$ cat src/source/ecc_pkg.sv
package ecc_pkg;

    // ALU operation selected per micro-op
    typedef enum logic [1:0] {
        OP_ADD,
        OP_SUB,
        OP_MUL
    } alu_op_e;

    // Register bank slots, inputs first, then intermediates
    typedef enum logic [3:0] {
        SLOT_X1,
        SLOT_Y1,
        SLOT_X2,
        SLOT_Y2,
        SLOT_H,     // Also serves as Z3
        SLOT_R,
        SLOT_HH,
        SLOT_HHH,
        SLOT_V,
        SLOT_RR,
        SLOT_T,     // Scratch, reused across steps
        SLOT_V2,
        SLOT_X3,
        SLOT_Y3,
        SLOT_W
    } slot_e;

    // One step of the point-add program
    typedef struct packed {
        alu_op_e op;
        slot_e   src_a;
        slot_e   src_b;
        slot_e   dst;
    } micro_op_t;

    localparam int STEP_COUNT = 13;

    typedef enum logic [2:0] {
        SEQ_IDLE,
        SEQ_ISSUE,
        SEQ_WAIT,
        SEQ_RELEASE,
        SEQ_DONE
    } seq_state_e;

endpackage

$ cat src/source/ecc_cmd_if.sv
`timescale 1ns/1ps

// Command link from sequencer to register bank
// Four-phase req/ack, one micro-op in flight
interface ecc_cmd_if import ecc_pkg::*; ();

    logic      req;    // Raised with cmd stable
    logic      ack;    // Raised once the result is written back
    micro_op_t cmd;
    logic      load;   // Single-cycle input capture strobe

    modport producer (
        output req,
        output cmd,
        output load,
        input  ack
    );

    modport buffer (
        input  req,
        input  cmd,
        input  load,
        output ack
    );

endinterface

$ cat src/source/ecc_arith_if.sv
`timescale 1ns/1ps

// Operand/result link between register bank and ALU
interface ecc_arith_if import ecc_pkg::*; #(
    parameter int WIDTH = 32
) ();

    logic             req;
    logic             ack;         // Result valid while high
    alu_op_e          op;
    logic [WIDTH-1:0] operand_a;
    logic [WIDTH-1:0] operand_b;
    logic [WIDTH-1:0] result;

    modport requester (
        output req,
        output op,
        output operand_a,
        output operand_b,
        input  ack,
        input  result
    );

    modport responder (
        input  req,
        input  op,
        input  operand_a,
        input  operand_b,
        output ack,
        output result
    );

endinterface

$ cat src/source/ecc_sequencer.sv
`timescale 1ns/1ps

module ecc_sequencer import ecc_pkg::*; (
    input  logic        i_clk,
    input  logic        i_rst_n,
    input  logic        i_start,
    output logic        o_done,
    ecc_cmd_if.producer cmd
);

    localparam int STEP_BITS = $clog2(STEP_COUNT);

    seq_state_e           state_q;
    logic [STEP_BITS-1:0] step_q;
    logic                 start_d;
    logic                 start_edge;
    logic                 accept;

    // Point-add program, affine inputs with Z1 = Z2 = 1
    function automatic micro_op_t program_rom(input logic [STEP_BITS-1:0] step);
        case (step)
            4'd0:    program_rom = '{OP_SUB, SLOT_X2,  SLOT_X1,  SLOT_H};    // H = X2 - X1
            4'd1:    program_rom = '{OP_SUB, SLOT_Y2,  SLOT_Y1,  SLOT_R};    // R = Y2 - Y1
            4'd2:    program_rom = '{OP_MUL, SLOT_H,   SLOT_H,   SLOT_HH};
            4'd3:    program_rom = '{OP_MUL, SLOT_HH,  SLOT_H,   SLOT_HHH};
            4'd4:    program_rom = '{OP_MUL, SLOT_X1,  SLOT_HH,  SLOT_V};    // V = X1*H^2
            4'd5:    program_rom = '{OP_MUL, SLOT_R,   SLOT_R,   SLOT_RR};
            4'd6:    program_rom = '{OP_SUB, SLOT_RR,  SLOT_HHH, SLOT_T};
            4'd7:    program_rom = '{OP_ADD, SLOT_V,   SLOT_V,   SLOT_V2};
            4'd8:    program_rom = '{OP_SUB, SLOT_T,   SLOT_V2,  SLOT_X3};
            4'd9:    program_rom = '{OP_SUB, SLOT_V,   SLOT_X3,  SLOT_T};
            4'd10:   program_rom = '{OP_MUL, SLOT_R,   SLOT_T,   SLOT_T};    // T = R*(V - X3)
            4'd11:   program_rom = '{OP_MUL, SLOT_Y1,  SLOT_HHH, SLOT_W};
            4'd12:   program_rom = '{OP_SUB, SLOT_T,   SLOT_W,   SLOT_Y3};
            default: program_rom = '{OP_ADD, SLOT_W,   SLOT_W,   SLOT_W};    // Unreachable
        endcase
    endfunction

    // Rising edge of i_start, taken only between runs
    assign start_edge = i_start & ~start_d;
    assign accept     = start_edge && (state_q == SEQ_IDLE || state_q == SEQ_DONE);

    assign cmd.load = accept;            // Bank captures inputs on the accepting edge
    assign cmd.cmd  = program_rom(step_q);

    always_ff @(posedge i_clk or negedge i_rst_n) begin
        if (!i_rst_n) begin
            start_d <= 1'b0;
            state_q <= SEQ_IDLE;
            step_q  <= '0;
            cmd.req <= 1'b0;
            o_done  <= 1'b0;
        end else begin
            start_d <= i_start;
            case (state_q)
                SEQ_IDLE, SEQ_DONE: begin
                    if (accept) begin
                        step_q  <= '0;
                        o_done  <= 1'b0;
                        state_q <= SEQ_ISSUE;
                    end
                end
                SEQ_ISSUE: begin
                    cmd.req <= 1'b1;
                    state_q <= SEQ_WAIT;
                end
                SEQ_WAIT: begin
                    if (cmd.ack) begin
                        cmd.req <= 1'b0;
                        state_q <= SEQ_RELEASE;
                    end
                end
                SEQ_RELEASE: begin
                    // Next step only after the bank has dropped ack
                    if (!cmd.ack) begin
                        if (step_q == STEP_BITS'(STEP_COUNT - 1)) begin
                            o_done  <= 1'b1;
                            state_q <= SEQ_DONE;
                        end else begin
                            step_q  <= step_q + 1'b1;
                            state_q <= SEQ_ISSUE;
                        end
                    end
                end
                default: state_q <= SEQ_IDLE;
            endcase
        end
    end

endmodule

$ cat src/source/ecc_reg_bank.sv
`timescale 1ns/1ps

module ecc_reg_bank import ecc_pkg::*; #(
    parameter int WIDTH = 32
) (
    input  logic             i_clk,
    input  logic             i_rst_n,
    input  logic [WIDTH-1:0] i_p,
    input  logic [WIDTH-1:0] i_x1,
    input  logic [WIDTH-1:0] i_y1,
    input  logic [WIDTH-1:0] i_x2,
    input  logic [WIDTH-1:0] i_y2,
    output logic [WIDTH-1:0] o_x3,
    output logic [WIDTH-1:0] o_y3,
    output logic [WIDTH-1:0] o_z3,
    output logic [WIDTH-1:0] o_mod,
    ecc_cmd_if.buffer        cmd,
    ecc_arith_if.requester   arith
);

    localparam int SLOT_NUM = int'(SLOT_W) + 1;

    logic [WIDTH-1:0] slot_q [SLOT_NUM];
    logic [WIDTH-1:0] mod_q;
    logic             issue;
    logic             retire;
    logic             release_ack;

    // New command, with both links idle
    assign issue = cmd.req && !cmd.ack && !arith.req && !arith.ack;

    // ALU result valid, write back and acknowledge the sequencer
    assign retire = arith.req && arith.ack;

    // Sequencer has released req and the ALU has finished its own handshake
    assign release_ack = cmd.ack && !cmd.req && !arith.ack;

    always_ff @(posedge i_clk or negedge i_rst_n) begin
        if (!i_rst_n) begin
            arith.req <= 1'b0;
            cmd.ack   <= 1'b0;
        end else begin
            if (issue) begin
                arith.req <= 1'b1;
            end else if (retire) begin
                arith.req <= 1'b0;
                cmd.ack   <= 1'b1;   // One cycle after the ALU ack
            end else if (release_ack) begin
                cmd.ack <= 1'b0;
            end
        end
    end

    // Slot storage and operand registers
    always_ff @(posedge i_clk) begin
        if (cmd.load) begin
            mod_q           <= i_p;
            slot_q[SLOT_X1] <= i_x1;
            slot_q[SLOT_Y1] <= i_y1;
            slot_q[SLOT_X2] <= i_x2;
            slot_q[SLOT_Y2] <= i_y2;
        end
        if (issue) begin
            arith.op        <= cmd.cmd.op;
            arith.operand_a <= slot_q[cmd.cmd.src_a];
            arith.operand_b <= slot_q[cmd.cmd.src_b];
        end
        // Operands already latched, so dst may equal a source
        if (retire) begin
            slot_q[cmd.cmd.dst] <= arith.result;
        end
    end

    assign o_x3  = slot_q[SLOT_X3];
    assign o_y3  = slot_q[SLOT_Y3];
    assign o_z3  = slot_q[SLOT_H];   // Z3 = H with Z1 = Z2 = 1
    assign o_mod = mod_q;

endmodule

$ cat src/source/ecc_mod_alu.sv
`timescale 1ns/1ps

module ecc_mod_alu import ecc_pkg::*; #(
    parameter int WIDTH = 32
) (
    input  logic             i_clk,
    input  logic             i_rst_n,
    input  logic [WIDTH-1:0] i_mod,
    ecc_arith_if.responder   arith
);

    localparam int CNT_BITS = $clog2(WIDTH + 1);

    logic [WIDTH:0]      mod_ext;
    logic [WIDTH:0]      sum;
    logic [WIDTH:0]      diff;
    logic [WIDTH-1:0]    add_res;
    logic [WIDTH-1:0]    sub_res;
    logic                start;
    logic                last_bit;
    logic                mul_busy;
    logic [CNT_BITS-1:0] bit_cnt;
    logic [WIDTH-1:0]    mul_a;
    logic [WIDTH-1:0]    mul_b;      // Shifted left, MSB is the current bit
    logic [WIDTH-1:0]    acc_q;
    logic [WIDTH:0]      dbl;
    logic [WIDTH:0]      dbl_red;
    logic [WIDTH:0]      acc_add;
    logic [WIDTH-1:0]    acc_next;

    assign mod_ext = {1'b0, i_mod};

    // Add/sub in WIDTH+1 bits with a single correction by p
    assign sum     = {1'b0, arith.operand_a} + {1'b0, arith.operand_b};
    assign diff    = {1'b0, arith.operand_a} - {1'b0, arith.operand_b};
    assign add_res = (sum >= mod_ext) ? WIDTH'(sum - mod_ext) : sum[WIDTH-1:0];
    assign sub_res = diff[WIDTH] ? WIDTH'(diff + mod_ext) : diff[WIDTH-1:0];   // Borrow

    // One interleaved multiply step: acc = 2*acc + bit*a, reduced twice
    assign dbl      = {acc_q, 1'b0};
    assign dbl_red  = (dbl >= mod_ext) ? dbl - mod_ext : dbl;
    assign acc_add  = dbl_red + (mul_b[WIDTH-1] ? {1'b0, mul_a} : {(WIDTH + 1){1'b0}});
    assign acc_next = (acc_add >= mod_ext) ? WIDTH'(acc_add - mod_ext) : acc_add[WIDTH-1:0];

    assign start    = arith.req && !arith.ack && !mul_busy;
    assign last_bit = mul_busy && (bit_cnt == CNT_BITS'(1));

    always_ff @(posedge i_clk or negedge i_rst_n) begin
        if (!i_rst_n) begin
            arith.ack <= 1'b0;
            mul_busy  <= 1'b0;
            bit_cnt   <= '0;
        end else begin
            if (start && arith.op == OP_MUL) begin
                mul_busy <= 1'b1;
                bit_cnt  <= CNT_BITS'(WIDTH);
            end else if (start) begin
                arith.ack <= 1'b1;      // Add/sub answer next cycle
            end else if (mul_busy) begin
                bit_cnt <= bit_cnt - 1'b1;
                if (last_bit) begin
                    mul_busy  <= 1'b0;
                    arith.ack <= 1'b1;  // WIDTH+1 cycles after req
                end
            end else if (arith.ack && !arith.req) begin
                arith.ack <= 1'b0;
            end
        end
    end

    // Datapath registers
    always_ff @(posedge i_clk) begin
        if (start) begin
            mul_a <= arith.operand_a;
            mul_b <= arith.operand_b;
            acc_q <= '0;
            if (arith.op != OP_MUL) begin
                arith.result <= (arith.op == OP_SUB) ? sub_res : add_res;
            end
        end else if (mul_busy) begin
            acc_q <= acc_next;
            mul_b <= mul_b << 1;
            if (last_bit) begin
                arith.result <= acc_next;
            end
        end
    end

endmodule

$ cat src/source/ecc_point_add.sv
`timescale 1ns/1ps

module ecc_point_add #(
    parameter int WIDTH = 32
) (
    input  logic             i_clk,
    input  logic             i_rst_n,
    input  logic             i_start,
    input  logic [WIDTH-1:0] i_p,
    input  logic [WIDTH-1:0] i_x1,
    input  logic [WIDTH-1:0] i_y1,
    input  logic [WIDTH-1:0] i_x2,
    input  logic [WIDTH-1:0] i_y2,
    output logic [WIDTH-1:0] o_x3,
    output logic [WIDTH-1:0] o_y3,
    output logic [WIDTH-1:0] o_z3,
    output logic             o_done
);

    logic [WIDTH-1:0] modulus;   // Captured p, bank to ALU

    ecc_cmd_if cmd_link ();

    ecc_arith_if #(
        .WIDTH(WIDTH)
    ) arith_link ();

    // Runs the micro-program, one command at a time
    ecc_sequencer sequencer_i (
        .i_clk   (i_clk),
        .i_rst_n (i_rst_n),
        .i_start (i_start),
        .o_done  (o_done),
        .cmd     (cmd_link.producer)
    );

    ecc_reg_bank #(
        .WIDTH(WIDTH)
    ) reg_bank_i (
        .i_clk   (i_clk),
        .i_rst_n (i_rst_n),
        .i_p     (i_p),
        .i_x1    (i_x1),
        .i_y1    (i_y1),
        .i_x2    (i_x2),
        .i_y2    (i_y2),
        .o_x3    (o_x3),
        .o_y3    (o_y3),
        .o_z3    (o_z3),
        .o_mod   (modulus),
        .cmd     (cmd_link.buffer),
        .arith   (arith_link.requester)
    );

    // Shared add/sub/mul unit
    ecc_mod_alu #(
        .WIDTH(WIDTH)
    ) mod_alu_i (
        .i_clk   (i_clk),
        .i_rst_n (i_rst_n),
        .i_mod   (modulus),
        .arith   (arith_link.responder)
    );

endmodule

$ cat config.mk
export PLATFORM = sky130hd
export DESIGN_NAME = ecc_point_add
export DESIGN_NICKNAME = d
export VERILOG_FILES = /design/src/source/ecc_pkg.sv /design/src/source/ecc_cmd_if.sv /design/src/source/ecc_arith_if.sv /design/src/source/ecc_sequencer.sv /design/src/source/ecc_reg_bank.sv /design/src/source/ecc_mod_alu.sv /design/src/source/ecc_point_add.sv
export SDC_FILE = /design/constraint.sdc
export NUM_CORES = 2
export LEC_CHECK = 0
export ABC_CLOCK_PERIOD_IN_PS = 9120
export BUFFER_PORTS_ARGS = -buffer_cell sky130_fd_sc_hd__buf_4
export CAP_MARGIN = 20
export CORE_MARGIN = 1.5
export CORE_UTILIZATION = 40
export CTS_CLUSTER_SIZE = 16
export DETAILED_ROUTE_END_ITERATION = 8
export GPL_ROUTABILITY_DRIVEN = 0
export PLACE_DENSITY = 0.61
export RECOVER_POWER = 25
export SYNTH_ARGS = -nofsm -noshare
export SYNTH_HDL_FRONTEND = slang
export SYNTH_SLANG_ARGS = --single-unit
$ cat constraint.sdc
create_clock -name i_clk -period 9.12 [get_ports i_clk]
set_input_delay 0.456 -clock i_clk [delete_from_list [all_inputs] [get_ports i_clk]]
set_output_delay 0.456 -clock i_clk [all_outputs]
set_load 0.02 [all_outputs]
* After elaboration in Yosys (flattened, before gate mapping) *
Memories as Yosys holds them, arrays and structs flattened. A register that Yosys moved wholly into a read port is not among the register bits.
Index checks and enable logic that the tools add are counted.

word-level totals
  bits in registers = 182
  word-level logic and storage cells = 133
  ROM bits = 224
  memories kept = 2
  input port bits = 163
  output and inout bits = 97
  bits in latches = 0
  memory bits (writable) = 480

cells by class
  bitwise logic cells = 4
  muxes and demuxes = 46
  shifts and indexed selects = 0
  magnitude comparators = 3
  equal/unequal tests = 17
  add/subtract/negate cells = 9
  $mul = 0
  reduce and logical (&&, ||, !) cells = 36
  div/mod/pow operators = 0

memories
  name               depth  width  read ports  clocked after memory_dff  write ports  RTL line             RTL
  reg_bank_i.slot_q  15     32     5           2                         5            ecc_reg_bank.sv:23   logic [WIDTH-1:0] slot_q [SLOT_NUM];
  (name not given)   16     14     1           0                         0            ecc_sequencer.sv:21  case (step)

operators by type and width
  cell                 number
  $mux 32              11
  $ge 33x32->1         3
  $sub 32x32->32       2
  $add 32x32->33       1
  $add 33x32->33       1
  $mux 33              1
  $sub 32x32->33       1
  $sub 33x32->33       1
  $add 32x32->32       1
  $mux 1               20
  $mux 6               3
  $reduce_bool 2->1    7
  $logic_and 1x1->1    12
  $mux 3               4
  $mux 4               3
  $ne 2x2->1 const B   6
  $pmux 3 s4           1
  $reduce_and 3->1     3
  $pmux 4 s2           1
  $reduce_and 4->1     2
  $eq 3x2->1 const B   2
  $eq 6x1->1 const B   1
  $reduce_and 2->1     3
  $sub 6x1->6 const B  1
  other kinds (16)     24

* Depth between registers and ports, before layout *
  depth in word-level cells = 8
  mapped depth = 37
  mapped depth without buffers = 35

* By module *
A second synthesis with hierarchy kept.

unflattened totals
  cell total of the unflattened synthesis = 3728
  area total of the unflattened synthesis = 46435.8 sq um

modules (own cells, without submodules)
  module         area each (sq um)  instances  seq. area each (sq um)  cells an instance
  ecc_reg_bank   27525.1            1          18367.6                 1332
  ecc_mod_alu    18111.1            1          3723.6                  2301
  ecc_sequencer  799.5              1          250.2                   95

* Worst setup path after synthesis *
Ideal clock, no wire load.

  path type = reg2reg
  start = register reg_bank_i.mod_q[22] (netlist: reg_bank_i.o_mod[22])
  end = register mod_alu_i.arith.result[3], data pin
  clock period less this slack = 7340 ps
  required time = 8864 ps
  path slack = 1780 ps
  library setup time = 256 ps
  buffers on the path = 7
  cell stages (with the launch flop) = 36
  arrival time = 7083 ps
  path through = edfxtp_1 inv_1 ha_1 clkbuf_1 nand4_1 or2_2 nor2_1 a32oi_1 or3_1 nand3_1 clkbuf_1 clkbuf_1 clkbuf_1 a21oi_1 ha_1 clkbuf_1 and4_1 a21oi_1 nand2_1 a31oi_1 nor2b_1 o21a_1 nor2_1 xnor2_1 ha_1 a21o_1 a21o_1 a221oi_1 o2111ai_1 a21o_1 a21oi_1 o211a_1 buf_6 buf_6 mux2_4 a22o_1

on the way
  word-level cells in the longest chain between the ends = 8
  elaborated cells on any way between the ends = 14
  classes of those cells = 3 x add/sub; 3 x order compare; 8 x mux

RTL lines
  element                                         RTL line            RTL
  from (decl)                                     ecc_reg_bank.sv:24  logic [WIDTH-1:0] mod_q;
  from (signal assigned)                          ecc_reg_bank.sv:57  mod_q <= i_p;
  $sub 33x32->33 or $ge 33x32->1 (tied branches)  ecc_mod_alu.sv:41   assign dbl_red = (dbl >= mod_ext) ? dbl - mod_ext : dbl;
  $mux 33                                         ecc_mod_alu.sv:41
  $add 33x32->33                                  ecc_mod_alu.sv:42   assign acc_add = dbl_red + (mul_b[WIDTH-1] ? {1'b0, mul_a} : {(WIDTH + 1){1'b0}});
  $ge 33x32->1 or $sub 32x32->32 (tied branches)  ecc_mod_alu.sv:43   assign acc_next = (acc_add >= mod_ext) ? WIDTH'(acc_add - mod_ext) : acc_add[WIDTH-1:0];
  $mux 32                                         ecc_mod_alu.sv:43
  $mux 32                                         ecc_mod_alu.sv:83   if (last_bit) begin
  $mux 32                                         ecc_mod_alu.sv:80   end else if (mul_busy) begin
  $mux 32 (*)                                     ecc_mod_alu.sv:73   if (start) begin
  to (signal assigned)                            ecc_mod_alu.sv:78   arith.result <= (arith.op == OP_SUB) ? sub_res : add_res;
  to (signal assigned)                            ecc_mod_alu.sv:84   arith.result <= acc_next;
  to (decl)                                       ecc_arith_if.sv:30  output result

Mark *: on every way between the ends. The rest lies on a longest branch, timed or not. The select of a mux whose other input is x is not followed.
A chain may end at the register's enable or synchronous reset.

* Final worst setup path *
  start = register reg_bank_i.mod_q[26] (netlist: reg_bank_i.o_mod[26])
  end = register mod_alu_i.arith.result[7], data pin

The elaborated chain is that of the path after synthesis.

==> metrics.txt <==
Tightest Pin Transition=1336 ps; CP Capture Type=flop; H-tree depth=3; vias in the first global route=34333; RSZ-0062 raised after global routing=false; Tcrit/Tclk final=90.67%; critical-path maximum fanout=27; leading cell type in the layout, fill and taps excluded=edfxtp_1; Syn Area/Cell=10.82 um2; gr ovfl total=0; max_slew headroom=10.93%; post-detailed-route wirelength per cell=24.24 um; nets@finish=4907; Sum Neg Setup Slack=0 ps; DRC viols=0; prevailing post-synth register cell=edfxtp_1; crit-path max cell delay=680 ps; cts bufs inserted=85; WS Path Type=reg2reg; DRT antenna net count=0; Final setup viols=0; Ports=260; Layout Skew=27.46 ps; critical path's slowest cell=a2111oi_2; Rows=124; Synth cell types=97; detail-routed via count per cell=5.942; most frequent cells in the layout=706 x edfxtp_1, 516 x nand2_1, 278 x a21oi_1; P&R area growth vs syn=16.16%; Syn Inst Count=4282; pre-CTS WS=1004 ps; Die Height=343.4 um; DR pass1 iterations=5; Seq/Total Area, Yosys=48.21%; share of cells above drive strength 1=14.14%; Synth Register Bits=758; clk_lat worst skew=670 ps; Hold Vio Cnt, Final=0; initial core utilization=40.42%; Post-synth EDFFs=706; hold slack final=153.3 ps; fraction of registers with async set/reset=2.639%; vias after detailed routing=36129; core area=114700 um2; Mapped Area=46340 um2; CTS tree=built; Sink Count=758; number of antenna diodes=0; final setup margin=850.6 ps; CP delay by family, top=compound AO/OA/AOI/OAI gates; initial drt markers=3604; Clock Pin Slew Worst Setup and Hold Paths=60 ps; clock root buffer=clkbuf_16; cell mode on critical path=o21ai_0; die width=343.4 um; hpwl dp=101200 um; WP data required=9520 ps; Min-Delay Path Class=in2reg; Critical Path Start Type=flop; outcome=completed; worst path buffer plus inverter count=4; maxcap violations=0; Total GRT Usage=24.53%; number of max-slew violations in the final report=0; antenna violations before repair=6; minimum clock period=8269 ps; Max Freq=0.1209 GHz; largest net degree at the start of global routing=199; postcts setup bufs=0; Die ar.=117900 um2; Worst Path Arrival=8670 ps; first-pass GRT wire length=218000 um; IO Port Bufs=259; Routed Wire Length=147400 um; clk buf depth=3; Ys Warns=0
## state kept, by name, indices dropped and copies added (netlist names)
name and cells:
reg_bank_i.cmd.ack 1, sequencer_i.cmd.req 1, mod_alu_i.mul_busy 1, sequencer_i.o_done 1, mod_alu_i.mul_a 32, reg_bank_i.arith.req 1, reg_bank_i.arith.op 2, reg_bank_i.slot_q 512
mod_alu_i.acc_q 32, mod_alu_i.arith.result 32, mod_alu_i.arith.ack 1, sequencer_i.start_d 1, sequencer_i.state_q 3, sequencer_i.step_q 4, mod_alu_i.mul_b 32, reg_bank_i.arith.operand_a 32
reg_bank_i.arith.operand_b 32, reg_bank_i.o_mod 32, mod_alu_i.bit_cnt 6
## synthesized netlist by cell type, types with 12 or more instances
cell type	instances	share of area [%]
a211o_1	12	0.23
a211oi_1	225	3.6
a21o_1	74	1.2
a21oi_1	282	3.0
a22o_1	22	0.42
a311oi_1	67	1.3
a31oi_1	124	1.7
and2_1	197	2.7
and3_1	16	0.22
buf_1	17	0.14
clkbuf_1	336	2.7
dfrtp_1	20	1.1
dfxtp_1	32	1.4
edfxtp_1	706	46
ha_1	233	6.3
inv_1	161	1.3
mux2_2	25	0.61
mux2_4	13	0.42
mux2i_1	26	0.56
mux4_2	128	6.2
nand2_1	516	4.2
nand2b_1	36	0.49
nand3_1	42	0.45
nand4_1	20	0.27
nor2_1	169	1.4
nor2b_1	24	0.32
nor3_1	59	0.64
o211ai_1	19	0.31
o21a_1	28	0.45
o21ai_0	182	2.0
o21bai_1	33	0.53
o22ai_1	12	0.16
o31ai_1	16	0.26
or3_1	18	0.24
xnor2_1	152	2.9
xor2_1	45	0.85
## through the flow
| stage | std cells | util, % | area (um2) |
|---|---|---|---|
| global route | 6080 | 46.95 | 53830 |
| detailed placement | 5768 | 43.19 | 49520 |
| CTS | 6080 | 47.01 | 53900 |
| finish | 6080 | 46.95 | 53830 |
| global placement | 5768 | 43.19 | 49520 |
| floorplan | 4313 | - | 46460 |
## cells by family after synthesis
logic type	Yosys count	synth area share, %
fa+ha+maj	240	6.593
buf+inv	535	4.474
xor+xnor	197	3.723
compound gates	1220	17.66
flops	758	48.21
simple gates	1138	11.50
mux	193	7.835
other cells	1	0.008092
## layer usage
layer	part of all wire, %	routed length (um)	track usage, %	vias up
met3	9.4	13870	4.614	210
met5	0	0	0	-
li1	-	-	-	16479
met2	45	66080	38.44	1677
met1	43	63580	34.72	17763
met4	2.6	3850	6.819	0
## final timing paths
path                                      start                        end  slack (ps)  cells after the start
setup / recovery           reg_bank_i.o_mod[26]  mod_alu_i.arith.result[7]         850                     31
hold / removal                          i_p[21]       reg_bank_i.o_mod[21]         150                      1
setup reg to reg           reg_bank_i.o_mod[26]  mod_alu_i.arith.result[7]         850                     31
hold reg to reg             mod_alu_i.acc_q[11]        mod_alu_i.acc_q[11]         490                      2
max in group asynchronous               i_rst_n        mod_alu_i.arith.ack        7920                      2
min in group asynchronous               i_rst_n        sequencer_i.start_d         540                      2
## layout make-up
| type | instances | area, um2 |
|---|---|---|
| Inverter | 164 | 615.6 |
| Multi-Input combinational cell | 3020 | 22230 |
| Sequential cell | 758 | 22340 |
| Fill cell | 10295 | 60820 |
| Clock inverter | 50 | 550.5 |
| Timing Repair Buffer | 475 | 3980 |
| Clock buffer | 101 | 2218 |
| Tap cell | 1512 | 1892 |
## repair_timing
action | 4_1_cts | 5_1_grt
hold buffers | 161 | 0
gates resized for setup | 0 | 0
hold endpoints to repair | 180 | 0
Power is left out: the tool's default activity adds up to more than one toggle a clock period on the data nets, which glitch-free logic cannot reach.
